**src/rtl/eeprom_pkg.sv**
```systemverilog
package eeprom_pkg;

    // operations the sequencer hands to the bit engine
    typedef enum logic [1:0] {
        OP_START = 2'd0,  // start, also used as repeated start
        OP_STOP  = 2'd1,
        OP_WRITE = 2'd2,  // send byte, sample ack
        OP_READ  = 2'd3   // receive byte, send nack
    } bus_op_t;

    // device type code in the top nibble of the control byte
    localparam logic [3:0] DEV_CODE = 4'b1010;

    // 2 Kbyte part: 8 bits in the address byte, 3 in the control byte
    localparam int ADDR_W = 11;
    localparam int DATA_W = 8;

endpackage

```
**src/rtl/eeprom_seq.sv**
```systemverilog
`timescale 1ns/1ps

module eeprom_seq import eeprom_pkg::*; (
    input  logic              CLK,
    input  logic              RESET,
    input  logic              cmd_go,
    input  logic              cmd_read,
    input  logic [ADDR_W-1:0] cmd_addr,
    input  logic [DATA_W-1:0] cmd_wdata,
    output logic              seq_done,
    output logic [DATA_W-1:0] seq_rdata,
    output logic              seq_ack_err,
    output logic              op_go,
    output bus_op_t           op,
    output logic [DATA_W-1:0] tx_byte,
    input  logic              op_done,
    input  logic [DATA_W-1:0] rx_byte,
    input  logic              ack_n
);

    // one-hot state bits
    localparam int S_IDLE   = 0;
    localparam int S_START  = 1;
    localparam int S_CTRL_W = 2;
    localparam int S_ADDR   = 3;
    localparam int S_DATA   = 4;
    localparam int S_RSTART = 5;
    localparam int S_CTRL_R = 6;
    localparam int S_READ   = 7;
    localparam int S_STOP   = 8;
    localparam int NS       = 9;

    logic [NS-1:0]     state;
    logic [NS-1:0]     nxt_state;
    logic              issue;
    bus_op_t           nxt_op;
    logic [DATA_W-1:0] nxt_byte;
    logic [DATA_W-1:0] ctrl_wr;
    logic [DATA_W-1:0] ctrl_rd;
    logic              wrote;

    function automatic logic [NS-1:0] st(input int idx);
        logic [NS-1:0] v;
        v      = '0;
        v[idx] = 1'b1;
        return v;
    endfunction

    // device code, A10..A8, r/w
    assign ctrl_wr = {DEV_CODE, cmd_addr[ADDR_W-1:DATA_W], 1'b0};
    assign ctrl_rd = {DEV_CODE, cmd_addr[ADDR_W-1:DATA_W], 1'b1};

    // states whose operation is a byte write with ack
    assign wrote = state[S_CTRL_W] | state[S_ADDR] | state[S_DATA] | state[S_CTRL_R];

    always_comb begin
        nxt_state = state;
        issue     = 1'b0;
        nxt_op    = OP_START;
        nxt_byte  = '0;
        case (1'b1)
            state[S_IDLE]: if (cmd_go) begin
                nxt_state = st(S_START);
                issue     = 1'b1;
            end
            state[S_START]: if (op_done) begin
                nxt_state = st(S_CTRL_W);
                issue     = 1'b1;
                nxt_op    = OP_WRITE;
                nxt_byte  = ctrl_wr;
            end
            state[S_CTRL_W]: if (op_done) begin
                nxt_state = st(S_ADDR);
                issue     = 1'b1;
                nxt_op    = OP_WRITE;
                nxt_byte  = cmd_addr[DATA_W-1:0];
            end
            state[S_ADDR]: if (op_done) begin
                issue = 1'b1;
                if (cmd_read) begin
                    nxt_state = st(S_RSTART);  // dummy write done, turn around
                end else begin
                    nxt_state = st(S_DATA);
                    nxt_op    = OP_WRITE;
                    nxt_byte  = cmd_wdata;
                end
            end
            state[S_RSTART]: if (op_done) begin
                nxt_state = st(S_CTRL_R);
                issue     = 1'b1;
                nxt_op    = OP_WRITE;
                nxt_byte  = ctrl_rd;
            end
            state[S_CTRL_R]: if (op_done) begin
                nxt_state = st(S_READ);
                issue     = 1'b1;
                nxt_op    = OP_READ;
            end
            state[S_DATA], state[S_READ]: if (op_done) begin
                nxt_state = st(S_STOP);
                issue     = 1'b1;
                nxt_op    = OP_STOP;
            end
            state[S_STOP]: if (op_done) begin
                nxt_state = st(S_IDLE);
            end
            default: nxt_state = st(S_IDLE);
        endcase
    end

    always_ff @(posedge CLK) begin
        if (RESET) begin
            state       <= st(S_IDLE);
            op_go       <= 1'b0;
            seq_done    <= 1'b0;
            seq_ack_err <= 1'b0;
        end else begin
            state    <= nxt_state;
            op_go    <= issue;
            seq_done <= state[S_STOP] & op_done;
            if (state[S_IDLE] & cmd_go) begin
                seq_ack_err <= 1'b0;
            end else if (wrote & op_done) begin
                seq_ack_err <= seq_ack_err | ack_n;  // keep going, just note it
            end
        end
    end

    always_ff @(posedge CLK) begin
        if (issue) begin
            op      <= nxt_op;
            tx_byte <= nxt_byte;
        end
        if (state[S_IDLE] & cmd_go) begin
            seq_rdata <= '0;
        end else if (state[S_READ] & op_done) begin
            seq_rdata <= rx_byte;
        end
    end

endmodule

```
**config.mk**
```make
export PLATFORM = sky130hd
export DESIGN_NAME = eeprom_seq
export DESIGN_NICKNAME = d
export VERILOG_FILES = /design/src/rtl/eeprom_pkg.sv /design/src/rtl/eeprom_seq.sv
export SDC_FILE = /design/constraint.sdc
export NUM_CORES = 1
export LEC_CHECK = 0
export BUFFER_PORTS_ARGS = -buffer_cell sky130_fd_sc_hd__buf_2
export CELL_PAD_IN_SITES_DETAIL_PLACEMENT = 0
export CELL_PAD_IN_SITES_GLOBAL_PLACEMENT = 2
export CORE_MARGIN = 2
export CORE_UTILIZATION = 29
export CTS_CLUSTER_DIAMETER = 40
export DETAILED_ROUTE_END_ITERATION = 16
export MAX_ROUTING_LAYER = met4
export PLACE_DENSITY = 0.91
export SKIP_LAST_GASP = 1
export SYNTH_ARGS = -nofsm -noshare
export SYNTH_HDL_FRONTEND = slang
export SYNTH_SLANG_ARGS = --single-unit
```
**constraint.sdc**
```tcl
create_clock -name CLK -period 3.71 [get_ports CLK]
set_clock_uncertainty 0.2 [all_clocks]
set_input_delay 0.1855 -clock CLK [delete_from_list [all_inputs] [get_ports CLK]]
set_output_delay 0.1855 -clock CLK [all_outputs]
set_load 0.01 [all_outputs]
```
; Yosys cells after proc, flatten, opt, wreduce, memory -nomap -nowiden
; Cells that the tools add are included.
[totals]
latch_bits = 0
mem_bits_ro = 0
inputBits = 33
out_inout_bits = 21
mem_count = 0
register_bits = 30
ram_bits = 0
[op_classes]
order_cmp = 0
n_mul = 0
n_eq_ne = 8
n_bitwise = 8
shift = 0
add_sub_neg = 0
muxes = 46
div_mod_pow = 0
reduce_logical = 8
[ops]
columns = op, count
row1 = two-way mux 9 bit, 16
row2 = two-way mux 8 bit, 9
row3 = "inequality test 3 bit, second input constant", 7
row4 = two-way mux 2 bit, 9
row5 = two-way mux 1 bit, 11
row6 = AND reduction 8 bit, 1
row7 = AND reduction 7 bit, 1
row8 = two-way mux 6 bit, 1
row9 = AND reduction 5 bit, 1
row10 = bitwise AND 1 bit, 4
row11 = OR 1 bit, 4
row12 = AND reduction 4 bit, 1
row13 = OR reduction 2 bit, 2
row14 = AND reduction 3 bit, 1
row15 = "inequality test 2 bit, second input constant", 1
row16 = AND reduction 2 bit, 1

; Depth between registers and ports, before layout
; Gate-level depths: netlist of run 1.
[logic_depth]
depth_word = 9
depth_mapped = 5

; Least setup slack after synthesis of run 1
; No wires, ideal clock.
[synth_timing]
path_kind = reg-to-reg
startpoint = register state[6]
endpoint = register op[0], enable pin
path_stages_with_launch = 4
setup_slack_ns = 1.893
path_buffers = 0
synth_period_minus_slack_ns = 1.817
required_ns = 3.195
arrival_time_ns = 1.302
path_cell_list = dfxtp_1 > or4_4 > o21ai_0 > nand2_1
[synth_between]
elab_chain_cells = 6
[synth_lines]
columns = item, line_no
row1 = from (decl), eeprom_seq.sv:33  ; logic [NS-1:0] state;
row2 = from (signal assigned), eeprom_seq.sv:113  ; state <= st(S_IDLE);
row3 = from (signal assigned), eeprom_seq.sv:118  ; state <= nxt_state;
row4 = two-way mux 1 bit (6 in a row), eeprom_seq.sv:61  ; case (1'b1)
row5 = via issue, eeprom_seq.sv:35  ; logic issue;
row6 = to (signal assigned), eeprom_seq.sv:131  ; op <= nxt_op;
row7 = to (decl), eeprom_seq.sv:14  ; output bus_op_t op,
; The timed path passes the listed nets, and every way through them passes these cells.
; A chain may end at the register's enable or synchronous reset.

; Final worst setup path of run 1
[layout_timing]
startpoint = register state[7]
endpoint = register tx_byte[6], enable pin
[layout_between]
elab_chain_cells = 8
[layout_lines]
columns = item, line_no
row1 = OR reduction 2 bit, eeprom_seq.sv:61
row2 = two-way mux 1 bit (7 in a row), eeprom_seq.sv:61
row3 = via issue, eeprom_seq.sv:35
row4 = to (signal assigned), eeprom_seq.sv:132  ; tx_byte <= nxt_byte;
row5 = to (decl), eeprom_seq.sv:15  ; output logic [DATA_W-1:0] tx_byte,
; The timed path passes the listed nets, and every way through them passes these cells.

==> results by group, run 1 <==
Clocking
  – Clk slew on worst S/H paths: 0.06 ns
  – Root Buffer: clkbuf_8
  – CTS Sinks: 30
  – Max H-tree Level: 2
  – Max clock buf depth: 2
  – Total CTS buffers: 5
  – Clk Latency, worst-skew pair: 0.28 ns
  – CTS tree: built

Synthesis
  – Area contributors post-synth: dfxtp_1 29%, edfxtp_1 22%, a21oi_1 5.5%
  – Synth top area share: 0.293
  – Syn_area_per_cell: between 9 and 10 sq um
  – Synthesized net count: 177
  – Flops & latches, synth: 30
  – Yosys top cell by area: dfxtp_1
  – Synthesized netlist cell count: 144
  – Number of distinct library cells after synthesis: 35
  – Post-synthesis cell area: 0.00137 sq mm
  – Sequential share of the synthesized area: 0.512
  – Yosys warnings: 0

Placement
  – Port bufs: 53
  – Setup WS pre-CTS: 1.60 ns
  – HPWL Detailed: 2530 microns
  – Gpl congestion: 0.876

Routing
  – Vias per Instance: 4.98
  – DR iter-0 viols: 92
  – Post-DRT Antenna Nets: 0
  – Routed WL: 3470 microns
  – DRC violations left: 0
  – Vias: 1,271
  – Drt wl/cell: 13.6 microns
  – 1st-pass router iterations: 4

Hold path
  – Hold crit path type: input pin to flip-flop
  – Hold path startpoint: ack_n

Die
  – Width of the die: just over 70 microns
  – Die height: 72.7 microns
  – IO Pins: 54
  – Total die area: ~0.0053 sq mm
  – Core area: around 0.0044 sq mm
  – Standard-cell row count: 24
  – Initial Utilization: 0.308

Power
  – PD cells: 376 mW/mm^2
  – Tot Pwr: ~680 uW
  – Peak supply drop: 157 uV
  – Lkg Pwr: 0.729 nW

Worst setup path
  – Maximum fanout along the worst path: 13
  – WP data required: ~3.5 ns
  – Critical path endpoint: tx_byte[6]
  – R2r endpoint: tx_byte[6]
  – Worst EP arrival: 1.86 ns
  – Slowest-stage cell, CP: or4_4
  – Worst R2R Start: state[7]
  – Critical path class: flip-flop to flip-flop
  – Path depth of the worst reg2reg path: 3
  – Max stage delay on crit path: 0.59 ns
  – Critical Path Source: state[7]
  – R2R Setup Slk: 1.59 ns
  – Setup crit start kind: flip-flop
  – CP endpoint kind: flip-flop
  – Cells along the critical path: or4_4 -> o21ai_0 -> nand2_1

Timing
  – Final hold viol count: 0
  – Fmax: 472 MHz
  – Slew HR: 0.602
  – Crit path time final: 2.12 ns
  – Slew Limit Fails: 0
  – Final cycle utilization of the critical path: 0.571
  – Final WS setup: 1.59 ns
  – Setup TNS: 0 ns
  – RSZ-0062 raised after global routing: false
  – Final setup vio count: 0
  – Worst-margin pin slew: a little under 0.6 ns

Layout
  – Share of cells above drive strength 1: 0.315
  – Area grow syn2layout: 32.3%
  – Final Net Count: between 200 and 250
  – Final Util: 0.407
  – Antenna Cells: 0

Global route
  – First-pass GRT wire length: roughly 5600 microns
  – GRT Residual Overflow: 0
  – Largest net degree at the start of global routing: 20
  – Initial antenna violation count: 0
  – Vias in the first global route: 1,172
  – Total track usage: 0.142

Run status
  – Outcome: finished, final reports clean

Run
  – Max_cap viols: 0
[critical path, delay by kind of cell, from the launching register on]
family,cells,cell delay [ns]
compound gates,1,0.25
flops,1,0.44
simple gates,2,0.89
[per-layer routing]
metal / global-route usage / wire [microns] / vias up
li1: - / - / 644
met2: 0.201 / 1660 / 22
met1: 0.189 / 1620 / 600
met5: - / 0 / -
met4: 0.0494 / 46 / 0
met3: 0.0470 / 146 / 5
[metrics by stage]
step / hold WS [ns] / std cells / area, sq um
floorplan: 0.0919 / 144 / 1370
global placement: 0.244 / 239 / 1650
detailed placement: 0.245 / 239 / 1650
CTS: 0.0150 / 255 / 1810
global route: 0.0204 / 255 / 1810
finish: 0.0200 / 255 / 1810
[flip-flops by register name (all words and copies together), names as in the netlist]
name         count
state            9
seq_done         1
seq_ack_err      1
seq_rdata        8
op_go            1
tx_byte          8
op               2
[worst min path at each step]
| stage | end | cells after the start |
|---|---|---|
| after floorplan | state[0] | 1 |
| after global placement | seq_rdata[5] | 2 |
| after detailed placement | seq_rdata[4] | 2 |
| after CTS | op_go | 3 |
| after global routing | seq_ack_err | 3 |
| final | seq_ack_err | 3 |
[cell usage in the layout, fill, tap and decap left out]
cell           synthesis  final
a2111oi_4              1      1
a211oi_1               1      1
a21oi_1               15     15
a221oi_1               1      1
a22oi_1                9      9
a311o_1                1      1
a31oi_1                3      3
a32oi_1                2      2
and2_1                 1      1
buf_2                  3     53
clkbuf_1               5      1
clkbuf_8               0      5
clkinv_1               0      1
clkinv_2               0      1
dfxtp_1               20     20
dlygate4sd3_1          0      8
edfxtp_1              10     10
inv_1                  2      2
mux2_1                 1      1
mux2i_1                1      1
nand2_1               18     18
nand2b_1               2      2
nand3_1                8      8
nand4_1                1      1
nor2_1                13     13
nor2b_1                5      5
nor3_1                 3      3
nor3b_2                2      2
o21ai_0                2      2
o21ai_1                1      1
o22ai_1                3      3
o311a_1                1      1
o31ai_1                1      1
or3_1                  1      1
or3_4                  1      1
or4_1                  3      3
or4_4                  1      1
[cell type report]
| cell class | count | area, sq um |
|---|---|---|
| fill | 449 | 2640 |
| sequential | 30 | 701 |
| multi-input combinational | 102 | 609 |
| timing repair buffer | 61 | 345 |
| clock buffer | 6 | 72.6 |
| tap | 52 | 65.1 |
| clock inverter | 2 | 8.76 |
| inverter | 2 | 7.51 |
[Yosys cell counts, drive strengths merged]
master	n
nor2b	5
or3	2
dfxtp	20
nor3	3
buf	4
a32oi	2
mux2	1
or4	4
clkbuf	6
a21oi	15
o31ai	1
o22ai	3
a311o	1
a211oi	1
nand4	1
nor2	13
nand3	8
a22oi	9
mux2i	1
a31oi	3
nand2	18
nor3b	2
edfxtp	10
o311a	1
and2	1
o21ai	3
inv	2
a2111oi	1
nand2b	2
a221oi	1
[report_power, final]
part	switching [mW]	internal [mW]	total (mW)
Combinational	0.0411	0.0346	0.0758
Clock	0.117	0.129	0.245
Sequential	0.00777	0.351	0.358
[kinds of logic (layout without fill, tap and decap cells)]
kind of cell / after synthesis / count (layout) / synth area share
and+or+nand+nor: 59 / 59 / 0.222
AOI/OAI and AO/OA: 41 / 41 / 0.208
DFF: 30 / 30 / 0.512
buffers and inverters: 12 / 71 / 0.0421
muxes: 2 / 2 / 0.0156
[what timing repair did]
action / 4_1_cts / 5_1_grt
resized for setup: 0 / 0
hold buffers: 8 / 0
setup buffers: 0 / 0
endpoints found under the hold margin: 8 / 0
No activity file was read; power rests on OpenSTA's default activity.
==> inputs of run 2 (changes only) <==
- ABC_AREA: default -> 1
- CORE_UTILIZATION: 29 -> 26
- PLACE_DENSITY: 0.91 -> 0.88
- clock period: 3.71 -> 2 ns (I/O delays scaled with it)
==> results by group, run 2 <==
Routing
  – Vias: 1,573 (was 1,271)
  – DRC violations left: 0 (unchanged)
  – Routed WL: 4190 microns (was 3470 microns)
  – Drt wl/cell: 11.8 microns (was 13.6 microns)
  – 1st-pass router iterations: 4 (unchanged)
  – Vias per Instance: 4.42 (was 4.98)
  – Post-DRT Antenna Nets: 0 (unchanged)
  – DR iter-0 viols: 75 (was 92)

Timing
  – Setup TNS: 0 ns (unchanged)
  – Final setup vio count: 0 (unchanged)
  – Fmax: 545 MHz (was 472 MHz)
  – Slew HR: 0.684 (was 0.602)
  – Slew Limit Fails: 0 (unchanged)
  – Worst-margin pin slew: 0.473 ns (was 0.597 ns)
  – Crit path time final: 1.83 ns (was 2.12 ns)
  – Final hold viol count: 0 (unchanged)
  – Worst hold slack: 0.0217 ns (was 0.0200 ns)
  – RSZ-0062 raised after global routing: false (unchanged)
  – Final cycle utilization of the critical path: 0.917 (was 0.571)

Clocking
  – CTS Sinks: 30 (unchanged)
  – CTS tree: built (unchanged)
  – Post-CTS Setup Inserts: 0 (unchanged)
  – Clk Latency, worst-skew pair: 0.28 ns (about the same)
  – Max H-tree Level: 2 (unchanged)
  – Root Buffer: clkbuf_8 (unchanged)
  – Clk slew on worst S/H paths: 0.06 ns (about the same)
  – Max clock buf depth: 2 (unchanged)
  – Total CTS buffers: 5 (unchanged)

Layout
  – Final Net Count: 316 (was 235)
  – Largest registers: state (9), seq_rdata (8), tx_byte (8) (unchanged)
  – Commonest cells after routing, fill and taps aside: 57 x nand2_1, 53 x buf_2, 28 x nor2_1, 25 x dlygate4sd3_1 (was 53 x buf_2, 20 x dfxtp_1, 18 x nand2_1, 15 x a21oi_1, 13 x nor2_1)
  – Number of flip-flops in the largest register: 9 (unchanged)
  – Top reg by flops: state (unchanged)
  – Fillers: 570 (was 449)
  – Area grow syn2layout: 48.4% (was 32.3%)
  – Share of cells above drive strength 1: 0.268 (was 0.315)
  – Most common cell after layout, fill and taps aside: nand2_1 (was buf_2)
  – Antenna Cells: 0 (unchanged)

Worst setup path
  – Maximum fanout along the worst path: 8 (was 13)
  – Setup crit start kind: flip-flop (unchanged)
  – Critical path class: flip-flop to flip-flop (unchanged)
  – Slowest-stage cell, CP: dlygate4sd3_1 (was or4_4)
  – Max stage delay on crit path: 0.55 ns (was 0.59 ns)
  – WP data required: 1.95 ns (was 3.46 ns)
  – Critical Path Source: state[2] (was state[7])
  – Worst R2R Start: state[2] (was state[7])
  – Worst path buffer plus inverter count: 2 (was 0)
  – Crit-path most repeated cell: nand2_1
  – Crit path max-delay family: buffers and inverters (was simple AND/OR/NAND/NOR gates)
  – CP endpoint kind: flip-flop (unchanged)
  – Cells along the critical path: nand2_1 -> inv_1 -> nand2_1 -> nand2_1 -> dlygate4sd3_1 -> nand2_1 -> nand2_1 (was or4_4 -> o21ai_0 -> nand2_1)
  – Worst EP arrival: 1.78 ns (was 1.86 ns)

Run
  – Max_cap viols: 0 (unchanged)

Synthesis
  – Area contributors post-synth: dfxtp_1 28%, edfxtp_1 21%, nand2_1 15% (was dfxtp_1 29%, edfxtp_1 22%, a21oi_1 5.5%)
  – Flops & latches, synth: 30 (unchanged)
  – Syn_area_per_cell: 7.34 sq um (was 9.50 sq um)
  – Yosys warnings: 0 (unchanged)
  – Post-synthesis xor/xnor area fraction: 0 (unchanged)
  – Simple-gate share of the synthesized area: 0.314 (was 0.222)
  – Mux cell area share after synthesis: 0 (was 0.0156)
  – Synthesized netlist cell count: 198 (was 144)
  – Synth top cells by count: 57 x nand2_1, 28 x nor2_1, 20 x dfxtp_1 (was 20 x dfxtp_1, 18 x nand2_1, 15 x a21oi_1)
  – Top FF cell, synth: dfxtp_1 (unchanged)
  – Ys async rst share: 0 (unchanged)
  – Post-synth EDFFs: 10 (unchanged)
  – Compound-Gate Fraction of Synth Area: 0.136 (was 0.208)
  – Sequential share of the synthesized area: 0.482 (was 0.512)
  – Adder-Cell Fraction of Synth Area: 0 (unchanged)
  – Post-synthesis cell area: 0.00145 sq mm (was 0.00137 sq mm)
  – Top-count cell post-synth: nand2_1 (was dfxtp_1)
  – Synth top area share: 0.276 (was 0.293)
  – Largest family of logic cells by synthesized area: simple AND/OR/NAND/NOR gates (unchanged)
  – Synthesized net count: 231 (was 177)
  – Number of distinct library cells after synthesis: 21 (was 35)
  – Yosys top cell by area: dfxtp_1 (unchanged)

Global route
  – First-pass GRT wire length: 7000 microns (was 5560 microns)
  – Largest net degree at the start of global routing: 16 (was 20)
  – Total track usage: 0.150 (was 0.142)
  – Vias in the first global route: 1,517 (was 1,172)
  – Initial antenna violation count: 0 (unchanged)
  – GRT Residual Overflow: 0 (unchanged)

Die
  – Core area: 0.00544 sq mm (was 0.00444 sq mm)
  – Standard-cell row count: 27 (was 24)
  – Width of the die: 78.7 microns (was 72.7 microns)
  – Die height: 78.7 microns (was 72.7 microns)
  – IO Pins: 54 (unchanged)
  – Total die area: 0.00620 sq mm (was 0.00528 sq mm)
  – Initial Utilization: 0.267 (was 0.308)

Hold path
  – Hold path startpoint: cmd_addr[7] (was ack_n)
  – Hold crit path type: input pin to flip-flop (unchanged)

Placement
  – Gpl congestion: 0.835 (was 0.876)
  – HPWL Detailed: 3150 microns (was 2530 microns)
  – Port bufs: 53 (unchanged)

Power
  – Internal: 1.09 mW (was 514 uW)
  – Combinational Power Share: 0.200 (was 0.111)
  – Clock power frac: 0.329 (was 0.361)
  – Psw: 421 uW (was 166 uW)
  – Lkg Pwr: 1.04 nW (was 0.729 nW)
  – Sw Ratio: 0.278 (was 0.244)
  – Sequential group share of total power: 0.471 (was 0.528)
  – Peak supply drop: 256 uV (was 157 uV)
  – PD cells: 703 mW/mm^2 (was 376 mW/mm^2)

Run status
  – Outcome: finished, final reports clean (unchanged)
-- run 2: changes by cell type in the layout (fill, tap and decap cells not counted), sizes merged, moves of 3 or more --
cell and delta:
o22ai -3, nand2 +40, nand3 +4, or4 -4
a22oi -8, o21ai +13, nor2 +21, inv +20
nor2b -5, a21oi -3, dlygate4sd3 +17
-- run 2: cell families after synthesis --
| kind of cell | after synthesis |
|---|---|
| and+or+nand+nor | 108 |
| AOI/OAI and AO/OA | 36 |
| DFF | 30 |
| buffers and inverters | 24 |
-- run 2: metrics by stage --
step	worst slack (ns)	instance area (sq um)	cells	total power [mW]	utilization
final	0.165	2160	356	1.52	0.396
after global routing	0.0126	2160	356	1.61	0.396
after global placement	0.288	1810	323	1.00	0.332
after CTS	0.0214	2150	356	1.54	0.395
after detailed placement	0.217	1810	323	0.998	0.332
after floorplan	0.420	1450	198	0.880	-
-- run 2: metal layers --
metal,part of all wire,global-route usage
met3,0.042,0.0341
met4,0.019,0.0632
met5,0,-
met1,0.46,0.188
met2,0.48,0.232
-- run 2: power by group through the flow --
| stage | Combinational, mW | Sequential (mW) | Clock, mW |
|---|---|---|---|
| global route | 0.341 | 0.721 | 0.549 |
| detailed placement | 0.271 | 0.727 | 0 |
| finish | 0.304 | 0.714 | 0.498 |
| floorplan | 0.137 | 0.743 | 0 |
| global placement | 0.273 | 0.726 | 0 |
| CTS | 0.306 | 0.714 | 0.516 |
-- run 2: layout make-up --
class | count | area [sq um] | area share
flip-flops and latches | 30 | 703 | 0.326
multi-input cells | 144 | 658 | 0.305
repair buffers | 80 | 531 | 0.246
well taps | 72 | 90.1 | 0.0418
clock buffers | 7 | 86.3 | 0.0400
inverters | 22 | 82.6 | 0.0383
clock inverters | 1 | 5.00 | 0.00232
-- run 2: what timing repair did --
| item | CTS | global route |
|---|---|---|
| endpoints found under the setup margin | 0 | 2 |
| endpoints found under the hold margin | 23 | 0 |
| resized for setup | 0 | 3 |
| hold buffers | 25 | 0 |
-- run 2: worst paths after layout --
check / end / slack (ns) / cells past startpoint
min reg2reg: seq_rdata[6] / 0.27 / 2
max reg2reg: tx_byte[3] / 0.17 / 7
max: tx_byte[3] / 0.17 / 7
min: tx_byte[7] / 0.02 / 3
-- run 2: worst reg2reg max path, stage by stage, from the launching register on --
cell and delay, ns:
dfxtp_2 0.45, nand2_1 0.08, inv_1 0.18, nand2_1 0.07, nand2_1 0.07, dlygate4sd3_1 0.55, nand2_1 0.05, nand2_1 0.06
==> inputs of run 3 (changes only) <==
==> constraint.sdc (replaced) <==
create_clock -name CLK -period 2 [get_ports CLK]
set_clock_uncertainty 0.2 [all_clocks]
set_input_delay 0.3 -clock CLK [delete_from_list [all_inputs] [get_ports CLK]]
set_output_delay 0.3 -clock CLK [all_outputs]
set_load 0.01 [all_outputs]
==> results by group, run 3 (synthesis results as in run 2) <==
Run status
  – Outcome: finished, final reports clean (unchanged)

Worst setup path
  – CP endpoint kind: flip-flop (unchanged)
  – Setup crit start kind: flip-flop (unchanged)
  – Crit path max-delay family: flip-flops (was buffers and inverters)
  – Max stage delay on crit path: 0.43 ns (was 0.55 ns)
  – Worst EP arrival: 1.50 ns (was 1.78 ns)
  – Slowest-stage cell, CP: dfxtp_1 (was dlygate4sd3_1)
  – Maximum fanout along the worst path: 10 (was 8)
  – Path depth of the worst reg2reg path: 5 (was 7)
  – Critical path class: flip-flop to flip-flop (unchanged)
  – WP depth: 5 (was 7)
  – Cells along the critical path: nor2_4 -> nand2_1 -> o21bai_1 -> nand3_1 -> buf_4 (was nand2_1 -> inv_1 -> nand2_1 -> nand2_1 -> dlygate4sd3_1 -> nand2_1 -> nand2_1)
  – Worst path buffer plus inverter count: 1 (was 2)
  – WP data required: 1.83 ns (was 1.95 ns)

Layout
  – Top reg by flops: state (unchanged)
  – Commonest cells after routing, fill and taps aside: 57 x nand2_1, 53 x buf_2, 28 x nor2_1, 20 x dfxtp_1, 18 x inv_1 (was 57 x nand2_1, 53 x buf_2, 28 x nor2_1, 25 x dlygate4sd3_1)
  – Area grow syn2layout: 30.1% (was 48.4%)
  – Antenna Cells: 0 (unchanged)
  – Share of cells above drive strength 1: 0.282 (was 0.268)
  – Number of flip-flops in the largest register: 9 (unchanged)
  – Most common cell after layout, fill and taps aside: nand2_1 (unchanged)
  – Final Net Count: 291 (was 316)
  – Largest registers: state (9), seq_rdata (8), tx_byte (8) (unchanged)

Clocking
  – Root Buffer: clkbuf_8 (unchanged)
  – Clk slew on worst S/H paths: 0.06 ns (about the same)
  – Post-CTS Setup Inserts: 0 (unchanged)
  – Max H-tree Level: 2 (unchanged)
  – Total CTS buffers: 5 (unchanged)
  – CTS Sinks: 30 (unchanged)
  – CTS tree: built (unchanged)
  – # hold bufs at CTS: 0 (was 25)
  – CTS resizes: 0 (unchanged)
  – Max clock buf depth: 2 (unchanged)
  – Clk Latency, worst-skew pair: 0.28 ns (about the same)

Die
  – Width of the die: 78.7 microns (unchanged)
  – Initial Utilization: 0.267 (unchanged)
  – Core area: 0.00544 sq mm (unchanged)
  – Die height: 78.7 microns (unchanged)
  – Standard-cell row count: 27 (unchanged)
  – IO Pins: 54 (unchanged)
  – Total die area: 0.00620 sq mm (unchanged)

Power
  – Clock power frac: 0.320 (was 0.329)
  – Sw Ratio: 0.286 (was 0.278)
  – Psw: 412 uW (was 421 uW)
  – Lkg Pwr: 0.937 nW (was 1.04 nW)
  – PD cells: 763 mW/mm^2 (was 703 mW/mm^2)
  – Tot Pwr: 1.44 mW (was 1.52 mW)
  – Sequential group share of total power: 0.495 (was 0.471)
  – Peak supply drop: 296 uV (was 256 uV)
  – Internal: 1.03 mW (was 1.09 mW)
  – Combinational Power Share: 0.186 (was 0.200)

Placement
  – Gpl congestion: 0.767 (was 0.835)
  – HPWL Detailed: 3050 microns (was 3150 microns)
  – Port bufs: 53 (unchanged)

Hold path
  – Hold Path Stages: 3 (unchanged)
  – Hold crit path type: input pin to flip-flop (unchanged)

Timing
  – Final hold viol count: 0 (unchanged)
  – Final setup vio count: 0 (unchanged)
  – Slew HR: 0.717 (was 0.684)
  – Slew Limit Fails: 0 (unchanged)
  – Setup TNS: 0 ns (unchanged)
  – Worst-margin pin slew: 0.424 ns (was 0.473 ns)
  – Final cycle utilization of the critical path: 0.831 (was 0.917)
  – Crit path time final: 1.66 ns (was 1.83 ns)
  – RSZ-0062 raised after global routing: false (unchanged)
  – Fmax: 602 MHz (was 545 MHz)

Global route
  – Total track usage: 0.135 (was 0.150)
  – Initial antenna violation count: 0 (unchanged)
  – First-pass GRT wire length: 6350 microns (was 7000 microns)
  – GRT Residual Overflow: 0 (unchanged)
  – Vias in the first global route: 1,422 (was 1,517)
  – Largest net degree at the start of global routing: 16 (unchanged)

Routing
  – Post-DRT Antenna Nets: 0 (unchanged)
  – Vias: 1,458 (was 1,573)
  – Vias per Instance: 4.40 (was 4.42)
  – Routed WL: 3850 microns (was 4190 microns)
  – 1st-pass router iterations: 4 (unchanged)
  – DRC violations left: 0 (unchanged)
  – DR iter-0 viols: 63 (was 75)
  – Drt wl/cell: 11.6 microns (was 11.8 microns)

Run
  – Max_cap viols: 0 (unchanged)
==> run 3: cell count changes in the layout (fill, tap and decap cells not counted) <==
cell	delta
dlygate4sd3_1	-25
dfxtp_1	+2
dfxtp_2	-2
clkbuf_8	-1
clkinv_2	+1
nand3_1	+1
nand3_2	-1
==> run 3: routing by layer <==
metal	global-route usage	wire, microns	up-vias
met2	0.208	1780	34
met5	-	0	-
met4	0.0579	83	0
met1	0.168	1790	653
met3	0.0341	187	8
li1	-	-	763
==> run 3: worst paths after layout <==
kind,slack (ns),end,from
worst min-delay path,0.07,seq_rdata[6],rx_byte[6]
worst min register to register,0.27,seq_rdata[0],seq_rdata[0]
worst max register to register,0.34,op[1],state[2]
worst max-delay path,0.34,op[1],state[2]
==> run 3: layout make-up <==
cell class              instances  area (sq um)
fillers                       606          3550
flip-flops and latches         30           701
multi-input cells             144           653
repair buffers                 55           280
well taps                      72          90.1
inverters                      22          82.6
clock buffers                   6          72.6
clock inverters                 2          10.0
==> run 3: worst register-to-register path, delay by kind of cell (launching register included) <==
kind | cells | cell delay [ns]
compound gates | 1 | 0.18
simple gates | 3 | 0.42
flops | 1 | 0.43
buf+inv | 1 | 0.19
==> run 3: stage by stage <==
stage	area, sq um	cells	setup slack, ns	utilization	hold slack, ns
global route	1890	331	0.251	0.347	0.0691
finish	1890	331	0.338	0.347	0.0670
global placement	1810	323	0.306	0.332	0.254
CTS	1890	331	0.345	0.347	0.0632
detailed placement	1810	323	0.317	0.332	0.265
floorplan	1450	198	0.420	-	0.169
==> run 3: power groups by stage <==
stage | Clock (mW) | Combinational, mW | Sequential, mW
after floorplan | 0 | 0.137 | 0.743
after CTS | 0.480 | 0.271 | 0.714
after detailed placement | 0 | 0.270 | 0.727
final | 0.461 | 0.268 | 0.713
after global routing | 0.504 | 0.304 | 0.720
after global placement | 0 | 0.273 | 0.728
